File: config.mk
export PLATFORM = sky130hd
export DESIGN_NAME = denise_top
export DESIGN_NICKNAME = d
export VERILOG_FILES = /design/src/hw/denise_pkg.sv /design/src/hw/collision_detect.sv /design/src/hw/color_table.sv /design/src/hw/denise_regs.sv /design/src/hw/denise_top.sv /design/src/hw/ham_generator.sv /design/src/hw/video_mixer.sv
export SDC_FILE = /design/constraint.sdc
export NUM_CORES = 1
export LEC_CHECK = 0
export ABC_AREA = 0
export BUFFER_PORTS_ARGS = -buffer_cell sky130_fd_sc_hd__clkbuf_2
export CAP_MARGIN = 20
export CORE_MARGIN = 10
export CORE_UTILIZATION = 41
export CTS_CLUSTER_SIZE = 12
export DETAILED_ROUTE_END_ITERATION = 8
export PLACE_DENSITY = 0.62
export SYNTH_ARGS = -nofsm -noshare
export SYNTH_HDL_FRONTEND = slang
export SYNTH_SLANG_ARGS = --single-unit
File: constraint.sdc
create_clock -name clk -period 6.2 [get_ports clk]
set_input_delay 0.31 -clock clk [delete_from_list [all_inputs] [get_ports clk]]
set_output_delay 0.31 -clock clk [all_outputs]
set_load 0.02 [all_outputs]
File: src/hw/denise_pkg.sv
// shared constants, register map and bus/pixel/colour types for the colour path
`default_nettype none

package denise_pkg;

	// --------------------
	// sizes and fixed values
	localparam int COLOR_COUNT = 32;                  // main palette entries
	localparam int HAM_COLOR_COUNT = 16;              // HAM base palette entries
	localparam logic [15:0] CLXCON_RESET = 16'h0fff;  // all planes compared, odd sprites out
	localparam logic [15:0] DENISE_ID = 16'hffff;     // chip id read-back
	localparam logic [2:0] NO_SPRITE_CODE = 3'd7;     // priority code with no sprite showing

	// --------------------
	// register word addresses (byte address shifted right by one)
	typedef enum logic [7:0] {
		REG_CLXDAT     = 8'h07, // collision data, read clears
		REG_DENISEID   = 8'h3e, // chip id
		REG_CLXCON     = 8'h4c, // collision control
		REG_BPLCON0    = 8'h80, // mode bits, HAM in bit 11
		REG_BPLCON2    = 8'h82, // playfield priority
		REG_COLOR_BASE = 8'hc0  // colour 0, palette runs on for 32 words
	} reg_addr_e;

	// HAM control code taken from bitplanes 5 and 4
	typedef enum logic [1:0] {
		HAM_LOAD      = 2'b00, // load from HAM palette
		HAM_MOD_BLUE  = 2'b01, // hold red and green
		HAM_MOD_RED   = 2'b10, // hold green and blue
		HAM_MOD_GREEN = 2'b11  // hold red and blue
	} ham_op_e;

	// --------------------
	// register bus, one strobe per access, no write bit means read
	typedef struct packed {
		logic strobe;
		logic write;
		logic [7:0] addr;  // word address
		logic [15:0] data; // write data
	} reg_bus_t;

	// one lores pixel from the external shifters
	typedef struct packed {
		logic [5:0] bitplanes;
		logic [7:0] sprite_active; // one bit per sprite
		logic [3:0] sprite_data;   // colour of the front sprite pair
	} pixel_t;

	// 12-bit colour, red in the top nibble like the palette words
	typedef struct packed {
		logic [3:0] red;
		logic [3:0] green;
		logic [3:0] blue;
	} rgb_t;

endpackage

`default_nettype wire

File: src/hw/collision_detect.sv
// collision control, plane and sprite match logic and the sticky clxdat register
`timescale 1ns/1ps
`default_nettype none

module collision_detect
(
	input wire clk,
	input wire reset,
	input denise_pkg::reg_bus_t bus,
	input denise_pkg::pixel_t pixel,
	output logic [15:0] clx_read_data // zero unless clxdat is read
);

	logic [15:0] clxcon;   // 15:12 odd sprite enables, 11:6 plane enables, 5:0 match
	logic [14:0] clxdat;   // sticky collision pairs
	logic [14:0] clx_now;  // pairs colliding on this pixel
	logic [5:0] plane_ok;  // per plane, matches or is not compared
	logic [3:0] spr_match; // per sprite pair
	logic odd_match;
	logic even_match;
	logic clxdat_read;

	assign clxdat_read = bus.strobe && !bus.write && bus.addr == denise_pkg::REG_CLXDAT;

	// --------------------
	// clxcon
	always_ff @(posedge clk)
	begin
		if (reset)
			clxcon <= denise_pkg::CLXCON_RESET;
		else if (bus.strobe && bus.write && bus.addr == denise_pkg::REG_CLXCON)
			clxcon <= bus.data;
	end

	// --------------------
	// plane match, bit equal to match value or plane disabled
	assign plane_ok = ~(pixel.bitplanes ^ clxcon[5:0]) | ~clxcon[11:6];
	assign odd_match = plane_ok[4] & plane_ok[2] & plane_ok[0];  // planes 1,3,5
	assign even_match = plane_ok[5] & plane_ok[3] & plane_ok[1]; // planes 2,4,6

	// even sprite always counts, odd one only when enabled
	always_comb
	begin
		for (int i = 0; i < 4; i++)
			spr_match[i] = pixel.sprite_active[2*i] |
				(pixel.sprite_active[2*i+1] & clxcon[12+i]);
	end

	// --------------------
	// the 15 pairs in clxdat bit order
	assign clx_now[0] = even_match & odd_match;
	assign clx_now[1] = odd_match & spr_match[0];
	assign clx_now[2] = odd_match & spr_match[1];
	assign clx_now[3] = odd_match & spr_match[2];
	assign clx_now[4] = odd_match & spr_match[3];
	assign clx_now[5] = even_match & spr_match[0];
	assign clx_now[6] = even_match & spr_match[1];
	assign clx_now[7] = even_match & spr_match[2];
	assign clx_now[8] = even_match & spr_match[3];
	assign clx_now[9] = spr_match[0] & spr_match[1];  // sprites 0/1 vs 2/3
	assign clx_now[10] = spr_match[0] & spr_match[2];
	assign clx_now[11] = spr_match[0] & spr_match[3];
	assign clx_now[12] = spr_match[1] & spr_match[2];
	assign clx_now[13] = spr_match[1] & spr_match[3];
	assign clx_now[14] = spr_match[2] & spr_match[3]; // sprites 4/5 vs 6/7

	// accumulate, a read restarts from the pixel of the read cycle
	always_ff @(posedge clk)
	begin
		if (clxdat_read)
			clxdat <= clx_now;
		else
			clxdat <= clxdat | clx_now;
	end

	// bit 15 always reads as one
	assign clx_read_data = clxdat_read ? {1'b1, clxdat} : 16'd0;

endmodule

`default_nettype wire

File: src/hw/color_table.sv
// 32-entry colour palette with extra-half-brite halving on select bit 5
`timescale 1ns/1ps
`default_nettype none

module color_table
(
	input wire clk,
	input denise_pkg::reg_bus_t bus,
	input wire [5:0] palette_select, // bit 5 selects half brite
	output denise_pkg::rgb_t palette_rgb
);

	denise_pkg::rgb_t palette [denise_pkg::COLOR_COUNT]; // colour registers
	denise_pkg::rgb_t sel_color;                         // entry before EHB
	logic color_write;

	// --------------------
	// write port, any of the 32 words above color_base
	assign color_write = bus.strobe && bus.write &&
		({bus.addr[7:5], 5'd0} == denise_pkg::REG_COLOR_BASE);

	always_ff @(posedge clk)
	begin
		if (color_write)
			palette[bus.addr[4:0]] <= denise_pkg::rgb_t'(bus.data[11:0]); // top nibble unused
	end

	// --------------------
	// asynchronous read
	assign sel_color = palette[palette_select[4:0]];

	// half brite, each component shifted down one
	always_comb
	begin
		if (palette_select[5])
		begin
			palette_rgb.red = {1'b0, sel_color.red[3:1]};
			palette_rgb.green = {1'b0, sel_color.green[3:1]};
			palette_rgb.blue = {1'b0, sel_color.blue[3:1]};
		end
		else
			palette_rgb = sel_color; // normal colour
	end

endmodule

`default_nettype wire

File: src/hw/denise_regs.sv
// mode and priority registers plus the read-data mux with the chip id
`timescale 1ns/1ps
`default_nettype none

module denise_regs
(
	input wire clk,
	input wire reset,
	input denise_pkg::reg_bus_t bus,
	input wire [15:0] clx_read_data, // from collision block, zero when not addressed
	output logic ham_mode,
	output logic [2:0] pf_priority,
	output logic [15:0] read_data
);

	logic bus_write; // write strobe this cycle
	logic bus_read;  // read strobe this cycle

	assign bus_write = bus.strobe & bus.write;
	assign bus_read = bus.strobe & ~bus.write;

	// --------------------
	// bplcon0, only the HAM bit is kept
	always_ff @(posedge clk)
	begin
		if (reset)
			ham_mode <= 1'b0;
		else if (bus_write && bus.addr == denise_pkg::REG_BPLCON0)
			ham_mode <= bus.data[11];
	end

	// bplcon2, playfield priority field
	always_ff @(posedge clk)
	begin
		if (reset)
			pf_priority <= 3'd0;
		else if (bus_write && bus.addr == denise_pkg::REG_BPLCON2)
			pf_priority <= bus.data[2:0]; // pf2 bits dropped
	end

	// --------------------
	// read mux, every source is zero unless addressed so OR is enough
	always_comb
	begin
		read_data = clx_read_data;
		if (bus_read && bus.addr == denise_pkg::REG_DENISEID)
			read_data = read_data | denise_pkg::DENISE_ID;
	end

endmodule

`default_nettype wire

File: src/hw/denise_top.sv
// top of the colour path, register bus in, pixel stream in, 12-bit RGB out
`timescale 1ns/1ps
`default_nettype none

module denise_top
(
	input wire clk,
	input wire reset,
	input denise_pkg::reg_bus_t bus,
	input denise_pkg::pixel_t pixel,
	input wire blank,
	output logic [15:0] read_data,
	output denise_pkg::rgb_t rgb
);

	logic ham_mode;
	logic [2:0] pf_priority;
	logic [15:0] clx_read_data;
	logic [5:0] palette_select;
	denise_pkg::rgb_t palette_rgb;
	denise_pkg::rgb_t ham_rgb;

	// --------------------
	// registers and read mux
	denise_regs i_denise_regs (
		.clk           (clk),
		.reset         (reset),
		.bus           (bus),
		.clx_read_data (clx_read_data),
		.ham_mode      (ham_mode),
		.pf_priority   (pf_priority),
		.read_data     (read_data)
	);

	color_table i_color_table (
		.clk            (clk),
		.bus            (bus),
		.palette_select (palette_select),
		.palette_rgb    (palette_rgb)
	);

	ham_generator i_ham_generator (
		.clk       (clk),
		.bus       (bus),
		.bitplanes (pixel.bitplanes),
		.ham_rgb   (ham_rgb)
	);

	collision_detect i_collision_detect (
		.clk           (clk),
		.reset         (reset),
		.bus           (bus),
		.pixel         (pixel),
		.clx_read_data (clx_read_data)
	);

	// --------------------
	// pixel path
	video_mixer i_video_mixer (
		.clk            (clk),
		.reset          (reset),
		.pixel          (pixel),
		.ham_mode       (ham_mode),
		.pf_priority    (pf_priority),
		.blank          (blank),
		.ham_rgb        (ham_rgb),
		.palette_rgb    (palette_rgb),
		.palette_select (palette_select),
		.rgb            (rgb)
	);

endmodule

`default_nettype wire

File: src/hw/ham_generator.sv
// hold-and-modify colour register with its own copy of the first 16 colours
`timescale 1ns/1ps
`default_nettype none

module ham_generator
(
	input wire clk,
	input denise_pkg::reg_bus_t bus,
	input wire [5:0] bitplanes,     // raw pixel of this cycle
	output denise_pkg::rgb_t ham_rgb
);

	denise_pkg::rgb_t ham_palette [denise_pkg::HAM_COLOR_COUNT];
	denise_pkg::rgb_t base_color; // palette entry picked by the low four bits
	denise_pkg::ham_op_e ham_op;
	logic ham_write;

	// --------------------
	// shadow palette written from the same words as colours 0 to 15
	// kept separate so sprites can use the main table at the same time
	assign ham_write = bus.strobe && bus.write &&
		({bus.addr[7:4], 4'd0} == denise_pkg::REG_COLOR_BASE);

	always_ff @(posedge clk)
	begin
		if (ham_write)
			ham_palette[bus.addr[3:0]] <= denise_pkg::rgb_t'(bus.data[11:0]);
	end

	assign base_color = ham_palette[bitplanes[3:0]];
	assign ham_op = denise_pkg::ham_op_e'(bitplanes[5:4]); // control code

	// --------------------
	// colour register that updates in step with the mixer delay stage
	always_ff @(posedge clk)
	begin
		case (ham_op)
			denise_pkg::HAM_LOAD:
				ham_rgb <= base_color;
			denise_pkg::HAM_MOD_BLUE:
				ham_rgb.blue <= bitplanes[3:0];  // red and green held
			denise_pkg::HAM_MOD_RED:
				ham_rgb.red <= bitplanes[3:0];   // green and blue held
			denise_pkg::HAM_MOD_GREEN:
				ham_rgb.green <= bitplanes[3:0]; // red and blue held
		endcase
	end

endmodule

`default_nettype wire

File: src/hw/video_mixer.sv
// sprite priority, one-pixel delay, colour source select and blanked RGB output
`timescale 1ns/1ps
`default_nettype none

module video_mixer
(
	input wire clk,
	input wire reset,
	input denise_pkg::pixel_t pixel,
	input wire ham_mode,
	input wire [2:0] pf_priority,  // codes above this go behind the playfield
	input wire blank,
	input denise_pkg::rgb_t ham_rgb,
	input denise_pkg::rgb_t palette_rgb,
	output logic [5:0] palette_select,
	output denise_pkg::rgb_t rgb
);

	logic [3:0] spr_group; // any sprite of a pair active
	logic [2:0] spr_code;  // 1 to 4, or no sprite
	logic pf_valid;        // any bitplane set
	logic spr_sel;         // sprite wins this pixel
	logic spr_sel_d;
	logic [3:0] spr_data_d;
	logic [5:0] bitplanes_d;
	denise_pkg::rgb_t out_rgb;

	// --------------------
	// priority encoder, lowest pair in front
	always_comb
	begin
		for (int i = 0; i < 4; i++)
			spr_group[i] = |pixel.sprite_active[2*i +: 2];
		if (spr_group[0])
			spr_code = 3'd1;
		else if (spr_group[1])
			spr_code = 3'd2;
		else if (spr_group[2])
			spr_code = 3'd3;
		else if (spr_group[3])
			spr_code = 3'd4;
		else
			spr_code = denise_pkg::NO_SPRITE_CODE;
	end

	assign pf_valid = |pixel.bitplanes; // single playfield

	// playfield in front only where it has data
	assign spr_sel = (spr_code != denise_pkg::NO_SPRITE_CODE) &&
		!(pf_valid && spr_code > pf_priority);

	// --------------------
	// delay stage, lines up with the HAM register
	always_ff @(posedge clk)
	begin
		if (reset)
			spr_sel_d <= 1'b0;
		else
			spr_sel_d <= spr_sel;
	end

	always_ff @(posedge clk)
	begin
		spr_data_d <= pixel.sprite_data;
		bitplanes_d <= pixel.bitplanes;
	end

	// --------------------
	// palette select, sprites use entries 16 to 31
	assign palette_select = (ham_mode || spr_sel_d) ? {2'b01, spr_data_d} : bitplanes_d;

	// HAM colour unless a sprite covers it
	assign out_rgb = (ham_mode && !spr_sel_d) ? ham_rgb : palette_rgb;

	// output register with blanking
	always_ff @(posedge clk)
	begin
		if (reset || blank)
			rgb <= '0; // black
		else
			rgb <= out_rgb;
	end

endmodule

`default_nettype wire

; After elaboration in Yosys (flattened, before gate mapping)
; Memories as Yosys holds them, arrays and structs flattened.
; Cells that the tools add are included.
[totals]
ff_bits = 70
mem_bits_rw = 576
inputBits = 47
out_inout_bits = 28
wordCells = 105
mem_count = 2
[classes]
order_cmp = 1
eq_ne = 11
n_mux = 17
n_bitwise = 35
n_reduce_logical = 26
[mem_list]
columns = name, depth, width, rd, rd_ports_with_merged_regs, write_ports, line_no
row1 = i_color_table.palette, 32, 12, 1, 0, 1, color_table.sv:13  ; denise_pkg::rgb_t palette [denise_pkg::COLOR_COUNT];
row2 = i_ham_generator.ham_palette, 16, 12, 1, 0, 1, ham_generator.sv:13  ; denise_pkg::rgb_t ham_palette [denise_pkg::HAM_COLOR_COUNT];
[ops]
columns = cell, count
row1 = 2-to-1 mux 16 bit, 2
row2 = bitwise AND 1 bit, 25
row3 = 2-to-1 mux 12 bit, 2
row4 = one-hot mux 4 bit (2 select lines), 3
row5 = equality test 8 bit (second input constant), 2
row6 = 2-to-1 mux 15 bit, 1
row7 = OR 15 bit, 1
row8 = logical AND 1 bit, 12
row9 = NOT 6 bit, 2
row10 = 2-to-1 mux 3 bit, 3
row11 = equality test 8 x 3 -> 1 bit (second input constant), 1
row12 = equality test 8 x 6 -> 1 bit (second input constant), 1
row13 = equality test 8 x 7 -> 1 bit (second input constant), 1
row14 = OR reduction 2 bit, 4
row15 = 2-to-1 mux 6 bit, 1
row16 = OR 6 bit, 1
row17 = nonzero test 2 bit, 3
row18 = OR reduction 6 bit, 1
row19 = bitwise XOR 6 bit, 1
row20 = equality test 2 bit (second input constant), 2
row21 = equality test 4 bit (second input constant), 1
row22 = 2-to-1 mux 1 bit, 4
row23 = OR 1 bit, 4
row24 = equality test 3 bit (second input constant), 1
row25 = 8 further kinds, 11

; Logic depth before layout (Yosys ltp)
[depth]
word_depth = 9
depth_mapped = 12
depth_no_buf = 8

; Cells and area by module
; A second synthesis with hierarchy kept.
[hier_totals]
cells_unflattened = 1278
area_unflattened_um2 = 25354.3
[modules_own_cells]
columns = mod, instances, cells_per_inst, area_per_inst_um2, seq_area_each_um2
row1 = color_table, 1, 644, 14850.5, 11531.1
row2 = ham_generator, 1, 380, 7988.9, 6125.9
row3 = collision_detect, 1, 121, 1310.0, 620.6
row4 = video_mixer, 1, 92, 842.1, 460.4
row5 = denise_regs, 1, 41, 362.8, 80.1

; Worst setup path after synthesis
; OpenSTA, ideal clock, no wires.
[synth_timing]
kind = in2reg
start = in bus[22] (netlist name)
end = mem i_color_table.palette[11][0] (netlist name), enable pin
setup_ns = 0.413
arrival_time_ns = 2.084
required_ns = 5.787
path_slack_ns = 3.703
stages = 4
path_buffers = 1
cell_sequence = and3_1 clkbuf_1 nand3_1 nor4_1
[synth_between]
elab_chain_len = 4
[synth_rtl]
columns = element, line_no
row1 = from (decl), denise_top.sv:9  ; input denise_pkg::reg_bus_t bus,
row2 = equality test 3 bit, color_table.sv:20  ; ({bus.addr[7:5], 5'd0} == denise_pkg::REG_COLOR_BASE);
row3 = logical AND 1 bit, color_table.sv:19  ; assign color_write = bus.strobe && bus.write &&
row4 = 2-to-1 mux 1 bit, color_table.sv:24  ; if (color_write)
row5 = 2-to-1 mux 1 bit (implied by the code), color_table.sv:25  ; palette[bus.addr[4:0]] <= denise_pkg::rgb_t'(bus.data[11:0]);
row6 = to (decl), color_table.sv:13
; No other way between the ends.

; Worst setup path in the final report
[layout_timing]
start = reg i_denise_regs.ham_mode
end = reg i_video_mixer.rgb[0] (netlist name)
[layout_between]
elab_chain_len = 5
elab_cells_between_ends = 6
classes_between = 3 x mux / 2 x reduce/logical / 1 x memory
[layout_rtl]
columns = element, line_no
row1 = from (decl), denise_regs.sv:11  ; output logic ham_mode,
row2 = from (signal assigned), denise_regs.sv:29  ; ham_mode <= bus.data[11];
row3 = logical OR 1 bit, video_mixer.sv:70  ; assign palette_select = (ham_mode || spr_sel_d) ? {2'b01, spr_data_d} : bitplanes_d;
row4 = 2-to-1 mux 6 bit, video_mixer.sv:70
row5 = memory read (32 x 12 bit), n/a
row6 = 2-to-1 mux 12 bit, color_table.sv:35  ; if (palette_select[5])
row7 = 2-to-1 mux 12 bit *, video_mixer.sv:73  ; assign out_rgb = (ham_mode && !spr_sel_d) ? ham_rgb : palette_rgb;
; Every way passes the cells marked *; elsewhere a longest branch is shown, timed or not.
; A chain may end at the register's enable or synchronous reset.

==> out/results.ini <==
[routing]
antenna_left=0
drt_iter0_drc=1563
wl_per_cell_um=24.89
wl_met3_mm=5.609
vias_per_cell=5.586
routed-via-count=14345
wl_met1_mm=27.33
drt_first_pass_iters=5
top_layer_used=met5
wl_met2_mm=29.73
drt_wl_total_mm=63.91
drc=0

[timing]
tns_ps=0
setup_ws_ps=2486
min_period_ps=3714
finalHoldViolCount=0
skew_ps=21.27
maxSlewHeadroom=0.2627
drv_slew=0
rsz0062_at_grt=false
period_share=0.5990
fmax_ghz=0.2693
setup_viol=0
tightest_slew_ps=1106

[synth]
synth_top_cell_area_share=0.6942
yosys_register_bits=646
synth_async_sr_flop_share=0
synth.most_common_cell=edfxtp_1
syn_area_per_cell_um2=16.33
ys_seq_area_frac=0.7398
synth_edf_count=588
synth_area_leader_cell=edfxtp_1
syn_inst=1558
synthTopCellsByCount=588 x edfxtp_1, 240 x nand2_1, 70 x mux4_2
ys.flop_type=edfxtp_1
synthTopCellsByArea=edfxtp_1 69%, mux4_2 6.2%, dfxtp_1 4.6%, nand2_1 3.5%, mux2i_1 2.6%
syn-cell-area_um2=25440
synth_cell_types=64
ys_warn_count=0
syn_nets=1612

[worst_setup_path]
crit_type=reg -> reg
cp_data_required_time_ps=6660
start_kind=register
endpoint_kind=register
path_max_fanout=104
r2r_slack_ps=2490
arrival_ps=4180

[floorplanning]
start_util=0.4129
dieArea_um2=72400
io_pins=75
core_um2=61600
fp.dieW_um=269.1
die_height_um=269.1
std_cell_rows=91

[clock_network]
cts.repair.resized=0
cts_buffers=67
clk_pin_slew_ps=60
hold_buffers=10
cts-root-buf=clkbuf_16
post_cts.repair.setup_buffers=0
cts_tree=built
clockBufferDepth=3
cts_sinks=646
htreeDepth=3
clkLatencyLatePin_ps=600

[place]
place_ws_ps=2474
dpl_cell_area_um2=26890
gp_congestion=0.8453
port_buffers=74
dp_hpwl_mm=38.85

[cells_and_area]
fin_nets=1743
fin_area_um2=29200
drive_above_1_share=0.2010
nFillCells=5224
areaGrowthSynthToFinish_pct=14.81
antennaDiodeCount=0

[hold_path]
hold_class=in -> reg

[pwr]
intPower_w=0.007164
seqPwrFrac=0.523
p_leak_nw=9.942
p_total_w=0.009185
combPwrFrac=0.069
power.density_nw_per_um2=314.5
clkPwrFrac=0.408
power_switching_w=0.002020
swShare=0.2200
vdd.ir_drop.worst_uv=228.1

[global_routing]
grt_max_degree=105
grt_use_total=0.1771
overflow=0
antenna_found_initial=2
grt_pass1_vias=13887
grt_pass1_wl_mm=93.67

[outcome]
outcome=completed

[job]
max_cap_viol_count=0

[routing by layer]
metal	vias up	GRT usage
li1	6359	-
met1	7359	0.2483
met2	527	0.2722
met3	96	0.04732
met4	4	0.04069
met5	-	0
[cell type report]
type                    instances  area [um2]  share of cell area
repair buffers                156        1126             0.03856
clock buffers                 101        1964             0.06727
flip-flops and latches        646       18820              0.6444
well taps                     837        1047             0.03586
multi-input cells             812        6175              0.2114
clock inverters                10       48.80            0.001671
inverters                       6       22.52           0.0007712
[path summary, 6_finish.rpt]
path | start | endpoint | cells after the start
setup reg to reg | i_denise_regs.ham_mode$_SDFFE_PP0P_ | i_video_mixer.rgb[0]$_SDFF_PP0_ | 7
hold reg to reg | i_collision_detect.clxdat[12]$_DFF_P_ | i_collision_detect.clxdat[12]$_DFF_P_ | 2
hold / removal | pixel[8] | i_collision_detect.clxdat[14]$_DFF_P_ | 3
setup / recovery | i_denise_regs.ham_mode$_SDFFE_PP0P_ | i_video_mixer.rgb[0]$_SDFF_PP0_ | 7
[stage by stage]
stage / cells / hold WS (ps) / util
CTS: 2555 / 6.715 / 0.4709
finish: 2568 / 36.44 / 0.4741
detailed placement: 2434 / 415.9 / 0.4366
floorplan: 1558 / 337.7 / -
global route: 2568 / 40.14 / 0.4741
global placement: 2428 / 417.9 / 0.4356
[logic make-up after synthesis]
group | synth area share
and+or+nand+nor | 0.07698
adders and majority gates | 0.003443
AOI/OAI and AO/OA | 0.06277
DFF | 0.7398
xor gates and xnor gates | 0.002066
buffers and inverters | 0.02159
muxes | 0.09331
[worst max-delay path: stages (launching register included)]
cell      delay (ps)
dfxtp_1          440
or3b_1           580
nand2_8          630
buf_4            550
mux4_2           380
a221oi_1         450
a21oi_1          160
a221o_1          350
[power groups by stage]
| stage | sequential (W) | clock [W] | combinational [W] |
|---|---|---|---|
| final | 0.00480 | 0.00375 | 0.000633 |
| after global routing | 0.00480 | 0.00397 | 0.000683 |
| after CTS | 0.00480 | 0.00380 | 0.000625 |
| after detailed placement | 0.00490 | 0 | 0.000618 |
| after global placement | 0.00490 | 0 | 0.000607 |
| after floorplan | 0.00488 | 0 | 0.000379 |
[layout by cell type, fill, tap and decap left out, types with 13 or more instances in the layout]
master	instances
a21oi_1	43
mux4_2	70
nor2_1	46
clkbuf_16	72
edfxtp_1	588
clkbuf_1	23
o21ai_0	19
nand2_1	240
buf_4	61
mux2_2	13
a21o_1	22
and3_1	16
nand3_1	39
a31oi_1	22
dfxtp_1	58
or3_1	21
a32oi_1	53
mux2i_1	65
clkbuf_2	73
nor3_2	16
[state kept, by name, summed over array words and instances (netlist names), 3 cells and up]
name / flops
i_color_table.palette: 384
i_ham_generator.ham_palette: 192
i_collision_detect.clxcon: 16
i_collision_detect.clxdat: 15
i_ham_generator.ham_rgb: 12
i_video_mixer.rgb: 12
i_video_mixer.bitplanes_d: 6
i_video_mixer.spr_data_d: 4
i_denise_regs.pf_priority: 3
(Power assumes the default switching activity.)
